[src/core_pkg.sv]
// core package, shared widths, opcodes, decoded instruction and controller state
package core_pkg;

	localparam int xlen = 32;
	localparam int reg_addr_width = 5;

	// major opcodes of the supported subset
	localparam logic [6:0] opc_op_imm = 7'b001_0011;
	localparam logic [6:0] opc_lui    = 7'b011_0111;
	localparam logic [6:0] opc_auipc  = 7'b001_0111;
	localparam logic [6:0] opc_jal    = 7'b110_1111;
	localparam logic [6:0] opc_jalr   = 7'b110_0111;
	localparam logic [6:0] opc_store  = 7'b010_0011;
	localparam logic [6:0] opc_system = 7'b111_0011;

	// ebreak is matched on the whole word
	localparam logic [31:0] insn_ebreak = {12'h001, 5'd0, 3'b000, 5'd0, opc_system};

	typedef enum logic [1:0] {
		st_idle  = 2'd0,
		st_fetch = 2'd1,
		st_exec  = 2'd2,
		st_halt  = 2'd3
	} ctrl_state_t;

	// decoder output, consumed by the execute unit and the controller
	typedef struct packed {
		logic [xlen-1:0]           src1;
		logic [xlen-1:0]           src2;
		// rs2 value, only meaningful for a store
		logic [xlen-1:0]           store_data;
		logic [reg_addr_width-1:0] rd;
		logic                      reg_wen;
		logic                      is_jump;
		logic                      is_jalr;
		logic                      is_store;
		logic                      is_ebreak;
		logic                      illegal;
	} decoded_t;

endpackage
[src/core_top.sv]
// core top level, connects controller, pc, instruction memory, decoder and execute unit
module core_top import core_pkg::*; #(
	parameter int                    data_width = xlen,
	parameter int                    imem_depth = 64,
	parameter logic [data_width-1:0] boot_addr  = '0
) (
	input  logic                          clk,
	input  logic                          rst,
	input  logic                          start,
	input  logic                          load_en,
	input  logic [$clog2(imem_depth)-1:0] load_addr,
	input  logic [data_width-1:0]         load_data,
	output logic                          halted,
	output logic                          trap,
	output logic                          store_en,
	output logic [data_width-1:0]         store_addr,
	output logic [data_width-1:0]         store_data,
	input  logic [reg_addr_width-1:0]     dbg_raddr,
	output logic [data_width-1:0]         dbg_rdata
);

	localparam int imem_aw = $clog2(imem_depth);

	logic                      fetch_en;
	logic                      exec_en;
	logic                      imem_wen;
	logic [data_width-1:0]     pc;
	logic [data_width-1:0]     inst;
	decoded_t                  decoded;
	logic                      rf_wen;
	logic [reg_addr_width-1:0] rf_waddr;
	logic [data_width-1:0]     rf_wdata;
	logic                      jump_en;
	logic [data_width-1:0]     jump_target;

	// program loads land only while nothing runs
	assign imem_wen = load_en && !halted && !fetch_en && !exec_en;

	core_ctrl ctrl_i (
		.clk(clk), .rst(rst), .start(start), .decoded(decoded),
		.fetch_en(fetch_en), .exec_en(exec_en), .halted(halted), .trap(trap)
	);

	core_pc #(.data_width(data_width), .boot_addr(boot_addr)) pc_i (
		.clk(clk), .rst(rst), .exec_en(exec_en), .jump_en(jump_en),
		.jump_target(jump_target), .pc(pc)
	);

	// word address from the byte pc
	core_ram #(.data_width(data_width), .imem_depth(imem_depth)) ram_i (
		.clk(clk), .rd_en(fetch_en), .rd_addr(pc[imem_aw+1:2]),
		.wr_en(imem_wen), .wr_addr(load_addr), .wr_data(load_data), .rd_data(inst)
	);

	core_idu #(.data_width(data_width)) idu_i (
		.clk(clk), .inst(inst), .pc(pc), .rf_wen(rf_wen), .rf_waddr(rf_waddr),
		.rf_wdata(rf_wdata), .dbg_raddr(dbg_raddr), .decoded(decoded), .dbg_rdata(dbg_rdata)
	);

	core_exu #(.data_width(data_width)) exu_i (
		.pc(pc), .exec_en(exec_en), .decoded(decoded),
		.rf_wen(rf_wen), .rf_waddr(rf_waddr), .rf_wdata(rf_wdata),
		.jump_en(jump_en), .jump_target(jump_target),
		.store_en(store_en), .store_addr(store_addr), .store_data(store_data)
	);

endmodule

[src/core_exu.sv]
// execute unit, adder, link and jump target, register write-back and store strobe
module core_exu import core_pkg::*; #(
	parameter int data_width = xlen
) (
	input  logic [data_width-1:0]     pc,
	input  logic                      exec_en,
	input  decoded_t                  decoded,
	output logic                      rf_wen,
	output logic [reg_addr_width-1:0] rf_waddr,
	output logic [data_width-1:0]     rf_wdata,
	output logic                      jump_en,
	output logic [data_width-1:0]     jump_target,
	output logic                      store_en,
	output logic [data_width-1:0]     store_addr,
	output logic [data_width-1:0]     store_data
);

	logic [data_width-1:0] sum;
	logic [data_width-1:0] link;
	logic                  commit;

	// every supported operation is an add
	assign sum  = decoded.src1 + decoded.src2;
	assign link = pc + data_width'(4);

	assign commit = exec_en && !decoded.illegal && !decoded.is_ebreak;

	assign rf_wen   = commit && decoded.reg_wen;
	assign rf_waddr = decoded.rd;
	assign rf_wdata = decoded.is_jump ? link : sum;

	// jalr drops bit zero of the target
	assign jump_en     = commit && decoded.is_jump;
	assign jump_target = decoded.is_jalr ? {sum[data_width-1:1], 1'b0} : sum;

	assign store_en   = commit && decoded.is_store;
	assign store_addr = sum;
	assign store_data = decoded.store_data;

	// the decoder must never flag a store that also writes back
	always_comb begin
		assert (!(rf_wen && store_en))
			else $error("register write and store in one execute cycle");
	end

endmodule

[src/core_idu.sv]
// instruction decoder, splits the word, builds immediates and operands, owns the register file
module core_idu import core_pkg::*; #(
	parameter int data_width = xlen
) (
	input  logic                      clk,
	input  logic [data_width-1:0]     inst,
	input  logic [data_width-1:0]     pc,
	input  logic                      rf_wen,
	input  logic [reg_addr_width-1:0] rf_waddr,
	input  logic [data_width-1:0]     rf_wdata,
	input  logic [reg_addr_width-1:0] dbg_raddr,
	output decoded_t                  decoded,
	output logic [data_width-1:0]     dbg_rdata
);

	logic [6:0]                opcode;
	logic [2:0]                funct3;
	logic [reg_addr_width-1:0] rs1;
	logic [reg_addr_width-1:0] rs2;
	logic [data_width-1:0]     imm_i;
	logic [data_width-1:0]     imm_u;
	logic [data_width-1:0]     imm_j;
	logic [data_width-1:0]     imm_s;
	logic [data_width-1:0]     imm;
	logic [data_width-1:0]     rs1_val;
	logic [data_width-1:0]     rs2_val;
	logic                      inst_addi;
	logic                      inst_lui;
	logic                      inst_auipc;
	logic                      inst_jal;
	logic                      inst_jalr;
	logic                      inst_sw;
	logic                      inst_ebreak;

	assign opcode = inst[6:0];
	assign funct3 = inst[14:12];
	assign rs1    = inst[19:15];
	assign rs2    = inst[24:20];

	// instruction match, funct3 checked where the opcode is shared
	assign inst_addi   = (opcode == opc_op_imm) && (funct3 == 3'b000);
	assign inst_lui    = (opcode == opc_lui);
	assign inst_auipc  = (opcode == opc_auipc);
	assign inst_jal    = (opcode == opc_jal);
	assign inst_jalr   = (opcode == opc_jalr) && (funct3 == 3'b000);
	assign inst_sw     = (opcode == opc_store) && (funct3 == 3'b010);
	assign inst_ebreak = (inst == insn_ebreak);

	assign imm_i = {{20{inst[31]}}, inst[31:20]};
	assign imm_u = {inst[31:12], 12'b0};
	assign imm_j = {{12{inst[31]}}, inst[19:12], inst[20], inst[30:21], 1'b0};
	assign imm_s = {{20{inst[31]}}, inst[31:25], inst[11:7]};

	always_comb begin
		imm = imm_i;
		if (inst_lui || inst_auipc) imm = imm_u;
		else if (inst_jal) imm = imm_j;
		else if (inst_sw) imm = imm_s;
	end

	core_regfile #(
		.data_width(data_width)
	) regfile_i (
		.clk      (clk),
		.raddr1   (rs1),
		.raddr2   (rs2),
		.dbg_raddr(dbg_raddr),
		.wen      (rf_wen),
		.waddr    (rf_waddr),
		.wdata    (rf_wdata),
		.rdata1   (rs1_val),
		.rdata2   (rs2_val),
		.dbg_rdata(dbg_rdata)
	);

	always_comb begin
		// pc based for jal and auipc, lui adds to zero
		if (inst_jal || inst_auipc) decoded.src1 = pc;
		else if (inst_lui) decoded.src1 = '0;
		else decoded.src1 = rs1_val;
		decoded.src2       = imm;
		decoded.store_data = rs2_val;
		decoded.rd         = inst[11:7];
		decoded.reg_wen    = !inst_sw;
		decoded.is_jump    = inst_jal || inst_jalr;
		decoded.is_jalr    = inst_jalr;
		decoded.is_store   = inst_sw;
		decoded.is_ebreak  = inst_ebreak;
		decoded.illegal    = !(inst_addi || inst_lui || inst_auipc || inst_jal ||
			inst_jalr || inst_sw || inst_ebreak);
	end

endmodule

[src/core_regfile.sv]
// register file, thirty-two registers with x0 at zero, two operand ports and a debug port
module core_regfile import core_pkg::*; #(
	parameter int data_width = xlen
) (
	input  logic                      clk,
	input  logic [reg_addr_width-1:0] raddr1,
	input  logic [reg_addr_width-1:0] raddr2,
	input  logic [reg_addr_width-1:0] dbg_raddr,
	input  logic                      wen,
	input  logic [reg_addr_width-1:0] waddr,
	input  logic [data_width-1:0]     wdata,
	output logic [data_width-1:0]     rdata1,
	output logic [data_width-1:0]     rdata2,
	output logic [data_width-1:0]     dbg_rdata
);

	logic [data_width-1:0] regs [2**reg_addr_width];

	// x0 is never written
	always_ff @(posedge clk) begin
		if (wen && waddr != '0) begin
			regs[waddr] <= wdata;
		end
	end

	// reads of x0 return zero whatever the array holds
	assign rdata1    = (raddr1 == '0) ? '0 : regs[raddr1];
	assign rdata2    = (raddr2 == '0) ? '0 : regs[raddr2];
	assign dbg_rdata = (dbg_raddr == '0) ? '0 : regs[dbg_raddr];

endmodule

[src/core_ram.sv]
// instruction memory, word array with synchronous read and a load write port
module core_ram import core_pkg::*; #(
	parameter int data_width = xlen,
	parameter int imem_depth = 64
) (
	input  logic                          clk,
	input  logic                          rd_en,
	input  logic [$clog2(imem_depth)-1:0] rd_addr,
	input  logic                          wr_en,
	input  logic [$clog2(imem_depth)-1:0] wr_addr,
	input  logic [data_width-1:0]         wr_data,
	output logic [data_width-1:0]         rd_data
);

	logic [data_width-1:0] mem [imem_depth];

	// unwritten words decode as illegal
	initial begin
		for (int i = 0; i < imem_depth; i++) begin
			mem[i] = '0;
		end
	end

	always_ff @(posedge clk) begin
		if (wr_en) begin
			mem[wr_addr] <= wr_data;
		end
	end

	// read data holds until the next fetch
	always_ff @(posedge clk) begin
		if (rd_en) begin
			rd_data <= mem[rd_addr];
		end
	end

endmodule

[src/core_pc.sv]
// program counter, resets to the boot address and steps by four or takes a jump
module core_pc import core_pkg::*; #(
	parameter int                    data_width = xlen,
	parameter logic [data_width-1:0] boot_addr  = '0
) (
	input  logic                  clk,
	input  logic                  rst,
	input  logic                  exec_en,
	input  logic                  jump_en,
	input  logic [data_width-1:0] jump_target,
	output logic [data_width-1:0] pc
);

	logic [data_width-1:0] pc_next;

	// next sequential pc unless the execute unit redirects
	assign pc_next = jump_en ? jump_target : pc + data_width'(4);

	always_ff @(posedge clk) begin
		if (rst) begin
			pc <= boot_addr;
		end else if (exec_en) begin
			pc <= pc_next;
		end
	end

	// jump targets must land on a word as there is no compressed support
	assert property (@(posedge clk) disable iff (rst) pc[1:0] == 2'b00)
		else $error("pc is not word aligned: %h", pc);

endmodule

[src/core_ctrl.sv]
// core controller, sequences idle, fetch, execute and halt and flags halted and trap
module core_ctrl import core_pkg::*; (
	input  logic     clk,
	input  logic     rst,
	input  logic     start,
	input  decoded_t decoded,
	output logic     fetch_en,
	output logic     exec_en,
	output logic     halted,
	output logic     trap
);

	ctrl_state_t state;
	ctrl_state_t state_next;
	logic        stop;

	assign stop = decoded.is_ebreak || decoded.illegal;

	assign fetch_en = (state == st_fetch);
	// execute only commits a legal instruction that is not ebreak
	assign exec_en = (state == st_exec) && !stop;

	always_comb begin
		state_next = state;
		case (state)
			st_idle:  if (start) state_next = st_fetch;
			st_fetch: state_next = st_exec;
			st_exec:  state_next = stop ? st_halt : st_fetch;
			default:  state_next = st_halt;
		endcase
	end

	always_ff @(posedge clk) begin
		if (rst) begin
			state  <= st_idle;
			halted <= 1'b0;
			trap   <= 1'b0;
		end else begin
			state <= state_next;
			// halted and trap show up the cycle after the stopping execute
			if (state == st_exec && stop) begin
				halted <= 1'b1;
				trap   <= decoded.illegal;
			end
		end
	end

	// the instruction word is only valid in the cycle after its read
	assert property (@(posedge clk) exec_en |-> $past(fetch_en))
		else $error("execute without a fetch in the previous cycle");

	// only a reset may release the halt
	assert property (@(posedge clk) $fell(halted) |-> $past(rst))
		else $error("halted dropped without reset");

endmodule

[config.mk]
export PLATFORM = sky130hd
export DESIGN_NAME = core_top
export DESIGN_NICKNAME = d
export VERILOG_FILES = /design/src/core_pkg.sv /design/src/core_top.sv /design/src/core_exu.sv /design/src/core_idu.sv /design/src/core_regfile.sv /design/src/core_ram.sv /design/src/core_pc.sv /design/src/core_ctrl.sv
export SDC_FILE = /design/constraint.sdc
export NUM_CORES = 2
export LEC_CHECK = 0
export BUFFER_PORTS_ARGS = -buffer_cell sky130_fd_sc_hd__buf_4
export CORE_MARGIN = 5
export CORE_UTILIZATION = 51
export DETAILED_ROUTE_END_ITERATION = 8
export GPL_TIMING_DRIVEN = 0
export PLACE_DENSITY = 0.69
export SLEW_MARGIN = 20
export SYNTH_ARGS = -nofsm -noshare
export SYNTH_HDL_FRONTEND = slang
export SYNTH_SLANG_ARGS = --single-unit
[constraint.sdc]
create_clock -name clk -period 6.5 [get_ports clk]
set_clock_uncertainty 0.1 [all_clocks]
set_input_delay 0.975 -clock clk [delete_from_list [all_inputs] [get_ports clk]]
set_output_delay 0.975 -clock clk [all_outputs]
set_load 0.005 [all_outputs]
After elaboration in Yosys (flattened, before gate mapping)
Memory sizes are Yosys's and may differ from the RTL's. A register that Yosys moved wholly into a read port is not among the register bits.
Cells that the tools add are included.
{"block": "totals", "regBits": 36, "ramBits": 3072, "input_bits": 47, "out_inout_bits": 99, "mem_count": 2}
{"memory": "ram_i.mem", "words": 64, "width": 32, "read_ports": 1, "rd_ports_with_merged_regs": 1, "write_ports": 1, "line": "core_ram.sv:15", "source": "logic [data_width-1:0] mem [imem_depth];"}
{"memory": "idu_i.regfile_i.regs", "words": 32, "width": 32, "read_ports": 3, "rd_ports_with_merged_regs": 0, "write_ports": 1, "line": "core_regfile.sv:17", "source": "logic [data_width-1:0] regs [2**reg_addr_width];"}
{"block": "classes", "addsub": 2, "n_eq_ne": 11, "mux": 18, "reduce_logical": 37}
{"op": "two-way mux 32 bit", "n": 7}
{"op": "adder 32 x 3 -> 32 bit (second input constant)", "n": 1}
{"op": "adder 32 bit", "n": 1}
{"op": "== test 32 x 21 -> 1 bit (second input constant)", "n": 1}
{"op": "two-way mux 31 bit", "n": 1}
{"op": "two-way mux 20 bit", "n": 1}
{"op": "zero test 5 bit", "n": 3}
{"op": "== test 7 x 5 -> 1 bit (second input constant)", "n": 2}
{"op": "== test 7 x 6 -> 1 bit (second input constant)", "n": 2}
{"op": "== test 7 bit (second input constant)", "n": 2}
{"op": "logical AND 1 bit", "n": 14}
{"op": "logical OR 1 bit", "n": 10}
{"op": "zero test 1 bit", "n": 7}
{"op": "case mux 2 bit (3 select lines)", "n": 1}
{"op": "two-way mux 1 bit", "n": 5}
{"op": "two-way mux 5 bit", "n": 1}
{"op": "nonzero test 5 bit", "n": 1}
{"op": "two-way mux 2 bit", "n": 2}
{"op": "== test 3 x 2 -> 1 bit (second input constant)", "n": 1}
{"op": "zero test 3 bit", "n": 1}
{"op": "== test 2 x 1 -> 1 bit (second input constant)", "n": 1}
{"op": "== test 2 bit (second input constant)", "n": 1}
{"op": "zero test 2 bit", "n": 1}
{"op": "inequality test 2 bit (second input constant)", "n": 1}

Depth between registers and ports, before layout
{"block": "depth", "depth_word": 18, "ltp_mapped": 20, "depth_no_buf": 18}

Cells and area by module
Synthesis repeated with hierarchy kept, for this count alone.
{"block": "hier_totals", "cells_unflattened": 7424, "area_unflattened_um2": 141438.2}
{"mod": "core_ram", "n_inst": 1, "cells_per_inst": 3324, "area_per_inst_um2": 78835.6, "seq_area_each_um2": 62459.9}
{"mod": "core_regfile", "n_inst": 1, "cells_per_inst": 3228, "area_per_inst_um2": 56138.8, "seq_area_each_um2": 30749.5}
{"mod": "core_exu", "n_inst": 1, "cells_per_inst": 458, "area_per_inst_um2": 3298.2, "seq_area_each_um2": 0.0}
{"mod": "core_pc", "n_inst": 1, "cells_per_inst": 270, "area_per_inst_um2": 2067.0, "seq_area_each_um2": 640.6}
{"mod": "core_idu", "n_inst": 1, "cells_per_inst": 125, "area_per_inst_um2": 918.4, "seq_area_each_um2": 0.0}
{"mod": "core_ctrl", "n_inst": 1, "cells_per_inst": 18, "area_per_inst_um2": 165.2, "seq_area_each_um2": 80.1}
{"mod": "core_top", "n_inst": 1, "cells_per_inst": 1, "area_per_inst_um2": 15.0, "seq_area_each_um2": 0.0}

Worst setup path after synthesis
No wires, ideal clock.
{"block": "synth_timing", "path_type": "register to register", "startpoint": "reg ram_i.rd_data[15], read port of ram_i.mem", "endpoint": "mem idu_i.regfile_i.regs[0][24] (netlist bit) (data pin)", "setup_ns": 0.454, "arrival_time_ns": 5.798, "required_ns": 5.946, "setup_slack_ns": 0.147, "stages_incl_launch_ff": 20, "period_less_slack_ns": 6.353, "path_cell_list": "edfxtp_1 > buf_2 > buf_2 > clkbuf_1 > buf_2 > mux4_2 > mux4_2 > mux2i_1 > o21ai_0 > ha_1 > fa_1 > a21oi_1 > o21ai_1 > a21oi_1 > o21ai_1 > a41oi_2 > nor2_1 > a31oi_1 > xor2_1 > o21ai_0"}
{"block": "synth_between", "elab_chain_len": 6, "word_cells_on_any_way": 9, "cone_classes": "1 x add/sub; 6 x mux; 1 x reduce/logical; 1 x memory"}
{"element": "start, declared", "line": "core_ram.sv:12", "source": "output logic [data_width-1:0] rd_data"}
{"element": "memory read (32 x 32 bit) / zero test 5 bit (equally long branches)"}
{"element": "two-way mux 32 bit", "line": "core_regfile.sv:27", "source": "assign rdata1 = (raddr1 == '0) ? '0 : regs[raddr1];"}
{"element": "two-way mux 32 bit", "line": "core_idu.sv:79", "source": "else if (inst_lui) decoded.src1 = '0;"}
{"element": "two-way mux 32 bit", "line": "core_idu.sv:78", "source": "if (inst_jal || inst_auipc) decoded.src1 = pc;"}
{"element": "adder 32 bit (*)", "line": "core_exu.sv:23", "source": "assign sum = decoded.src1 + decoded.src2;"}
{"element": "two-way mux 32 bit (*)", "line": "core_exu.sv:30", "source": "assign rf_wdata = decoded.is_jump ? link : sum;"}
{"element": "net exu_i.rf_wdata[24]", "line": "core_exu.sv:10", "source": "output logic [data_width-1:0] rf_wdata,"}
{"element": "end, declared", "line": "core_regfile.sv:17"}
The timed path passes the listed nets; every way through them passes the cells marked *.

Worst setup path after layout
{"block": "layout_timing", "startpoint": "reg ram_i.rd_data[17], read port of ram_i.mem", "endpoint": "out store_addr[30]"}
{"block": "layout_between", "elab_chain_len": 5, "word_cells_on_any_way": 8, "cone_classes": "1 x add/sub; 5 x mux; 1 x reduce/logical; 1 x memory"}
{"element": "memory read (32 x 32 bit) / zero test 5 bit (equally long branches)"}
{"element": "two-way mux 32 bit", "line": "core_regfile.sv:27"}
{"element": "two-way mux 32 bit", "line": "core_idu.sv:79"}
{"element": "two-way mux 32 bit", "line": "core_idu.sv:78"}
{"element": "adder 32 bit (*)", "line": "core_exu.sv:23"}
{"element": "end, declared", "line": "core_top.sv:16", "source": "output logic [data_width-1:0] store_addr,"}
Mark *: on every way between the ends. The rest lies on a longest branch, timed or not.

==> impl_metrics.json <==
{
  "status": "complete, but fails checks",
  "violations": "setup timing",
  "clock_latency_ns": 0.90,
  "port_buffers": 139,
  "setup_ws_ns": -0.624,
  "drt_wl_total_um": 458000,
  "crit_slowest_cell": "clkbuf_2",
  "pwr-share-clk_pct": 39.1,
  "dp_hpwl_um": 312000,
  "fp.coreArea_sq_um": 271000,
  "fmax_mhz": 140,
  "place_congestion": 0.977,
  "comb_power_share_pct": 11.0,
  "overflow": 0,
  "nFillCells": 18572,
  "worstSetupPathType": "reg2out",
  "drv_cap": 0,
  "crit_fanout": 10,
  "drtPass1Iterations": 8,
  "clkTransAtPathRegs_ns": 0.06,
  "slew_violations": 0,
  "yosysWarnings": 0,
  "die_w_um": 531,
  "ioPinCount": 146,
  "path_buf_inv": 5,
  "ys.flop_type": "edfxtp_1",
  "finalCriticalPeriod_ns": 7.12,
  "synthCells": 6263,
  "grt_max_degree": 65,
  "p_seq_share_pct": 49.9,
  "ys_ff_latch": 3140,
  "avgViaCountPerCell": 7.13,
  "post-place-ws_ns": -2.57,
  "p_sw_share_pct": 23.7,
  "grt_pass1_vias": 77153,
  "crit_top_cell": "buf_4",
  "yosysSeqAreaShare_pct": 67.7,
  "peakVddDrop_mv": 0.338,
  "fin_area_sq_um": 163000,
  "cp-start-kind": "flop",
  "fin_util_pct": 60.2,
  "setup-violations-final": 21,
  "stdcell_count": 10925,
  "initial_core_util_pct": 51.2,
  "power.density_nw_per_um2": 285,
  "power.static_leakage_uw": 0.0504,
  "cts_root_buf": "clkbuf_16",
  "grt_pass1_wl_um": 627000,
  "clkSinkCount": 3140,
  "cts_tree": "yes",
  "rsz0062_at_grt": "yes",
  "internal_power_uw": 35400,
  "syn_area_sq_um": 139000,
  "die_area_sq_um": 282000,
  "via_count": 77925,
  "row_count": 191,
  "hold_viol_final": 0,
  "cpPeakStageDelay_ns": 0.64,
  "htree_num_levels": 5,
  "antenna_found_initial": 31,
  "track_usage_pct": 32.1,
  "ant_nets": 0,
  "fin_crit_sh_pct": 110,
  "synth_edf_count": 3104,
  "slew_headroom_pct": 12.9,
  "cp.arrival_ns": 6.05,
  "layout-drive-gt1-share_pct": 41.8,
  "hold_path.class": "in2reg",
  "worstPathRequired_ns": 5.42,
  "tightest_slew_ns": 1.31,
  "placed_cells": 10187,
  "yosysUniqueCellTypes": 72,
  "fin_nets": 7168,
  "postSynthAreaPerCell_sq_um": 22.1,
  "placed_area_sq_um": 150000,
  "numCtsBuffers": 326,
  "syn2layout_area_growth_pct": 17.5,
  "wl_per_cell_um": 41.9,
  "drtIter0Drc": 12029,
  "cp_top_family": "buffers and inverters",
  "cts_buffer_depth": 4,
  "p_switching_uw": 11000,
  "synth-async-reset-ratio_pct": 0,
  "cts_hold_buf": 0,
  "crit_chain": "clkbuf_2, clkbuf_2, mux4_2, mux2i_4, o21ai_4, ha_4, a21o_1, a21o_1, a221oi_4, buf_4, o211a_1, nor3_4, a221oi_2, buf_4, o21ai_4, xnor2_4, buf_4",
  "die_h_um": 531,
  "post-route-drc-count": 0,
  "cp-end-kind": "primary output"
}
## registers in the layout, summed over array words and instances (netlist names)
| signal | flops |
|---|---|
| ctrl_i.state | 2 |
| ctrl_i.trap | 1 |
| ram_i.rd_data | 32 |
| idu_i.regfile_i.regs | 1024 |
| ctrl_i.halted | 1 |
| pc_i.pc | 32 |
| ram_i.mem | 2048 |
## power groups by stage
stage	Combinational (uW)	Sequential [uW]	Clock [uW]
global placement	3810	23700	0
global route	5190	23100	19100
CTS	4820	23100	18300
detailed placement	4440	23600	0
finish	5110	23100	18100
floorplan	1880	23600	0
## cells in the final DEF (no fill, tap or decap), types with 15 or more instances in the layout
| cell type | instances |
|---|---|
| clkbuf_1 | 227 |
| xnor2_1 | 21 |
| a21o_1 | 33 |
| conb_1 | 32 |
| mux2i_1 | 42 |
| nand3_1 | 25 |
| nor3_1 | 16 |
| buf_12 | 97 |
| buf_16 | 106 |
| bufinv_16 | 24 |
| clkbuf_16 | 340 |
| clkinv_1 | 77 |
| diode_2 | 25 |
| mux4_2 | 1627 |
| o21ai_4 | 24 |
| clkbuf_2 | 64 |
| nor2_4 | 98 |
| o21ai_2 | 16 |
| buf_4 | 304 |
| nor2_1 | 105 |
| inv_1 | 44 |
| edfxtp_1 | 3104 |
| mux2i_4 | 23 |
| o21ai_0 | 69 |
| ha_1 | 20 |
| a21oi_1 | 61 |
| nand2_1 | 154 |
| dfxtp_1 | 36 |
| nor2b_1 | 17 |
| buf_1 | 40 |
| buf_6 | 28 |
| buf_2 | 100 |
| clkinv_2 | 49 |
| xor2_1 | 15 |
## final cells by class
class	instances	area, sq um	share of cell area (%)
multi-input cells	2632	44600	27.4
clock buffers	402	8660	5.32
clock inverters	168	1460	0.895
inverters	48	185	0.114
diodes	25	62.6	0.0384
flip-flops and latches	3140	93900	57.6
well taps	3570	4470	2.74
plain buffers	471	2900	1.78
repair buffers	469	6650	4.08
## worst reg2reg max path: cells and delay by family (launching register included)
family	cells	cell delay [ns]
DFF	1	0.43
buffers and inverters	4	1.61
AOI/OAI and AO/OA	1	0.61
and+or+nand+nor	6	2.96
## synthesized netlist by cell type, types with 4 or more instances
cell,number,area share [%]
o21ai_1,7,0.025
a21oi_1,80,0.29
a22oi_1,5,0.027
o21ai_0,110,0.40
nand2b_1,5,0.023
ha_1,32,0.29
buf_4,45,0.24
mux4_2,1627,26
nor3_1,17,0.061
a21o_1,34,0.18
a22o_1,6,0.038
edfxtp_1,3104,67
o21bai_1,6,0.032
inv_1,48,0.13
buf_2,83,0.30
and2_1,4,0.018
nor2_1,206,0.56
and3_1,15,0.068
nor2b_1,17,0.077
a221oi_1,4,0.025
mux2_2,11,0.089
nand3b_1,6,0.032
nand4_1,5,0.023
nor4_1,7,0.032
mux2i_1,71,0.51
nor3b_1,6,0.032
buf_1,97,0.26
nand3_1,26,0.094
o21a_1,5,0.027
xnor2_1,32,0.20
dfxtp_1,36,0.52
clkbuf_1,247,0.67
xor2_1,24,0.15
nand2_1,158,0.43
or3_1,10,0.045
o211ai_1,5,0.027
## per-stage QoR
| stage | hold slack [ns] | power, uW | setup TNS [ns] |
|---|---|---|---|
| 6_report | 0.259 | 46400 | -6.28 |
| 5_1_grt | 0.270 | 47500 | -6.71 |
| 4_1_cts | 0.220 | 46200 | -5.86 |
| 3_5_place_dp | 0.382 | 28000 | -970.29 |
| 3_3_place_gp | 0.352 | 27500 | -4509.99 |
| 2_1_floorplan | 0.337 | 25500 | 0 |
## layer usage
layer | part of all wire, % | GRT usage, % | wire length (um)
met1 | 33 | 40.0 | 149000
met2 | 47 | 50.0 | 215000
met3 | 12 | 8.86 | 55300
met4 | 8.3 | 21.1 | 38300
met5 | 0.033 | 0 | 153
## final timing paths
path	slack, ns	cells past startpoint	from	end
worst max-delay path	-0.62	17	ram_i.rd_data[17]	store_addr[30]
worst min register to register	0.40	2	ctrl_i.state[0]	ctrl_i.state[1]
worst min-delay path	0.26	3	start	ctrl_i.state[0]
worst max register to register	0.45	11	ram_i.rd_data[3]	idu_i.regfile_i.regs[3][6]
## logic make-up (layout without fill, tap and decap cells)
family,count (synthesis),in the layout,synth area share (%)
buffers and inverters,522,1558,1.62
flip-flops,3140,3140,67.7
other,1,57,0.00270
adder cells (fa/ha/maj),33,33,0.303
AO/OA/AOI/OAI,303,303,1.34
XOR/XNOR,57,57,0.365
AND/OR/NAND/NOR,498,498,1.59
multiplexers,1709,1709,27.0
## what timing repair did
action                     4_1_cts  5_1_grt
cloned                           5        0
setup endpoints to repair      985       25
setup buffers                   90       56
resized for setup              360       73
pin swaps                       66       32
Power figures use the tool's default switching activity.
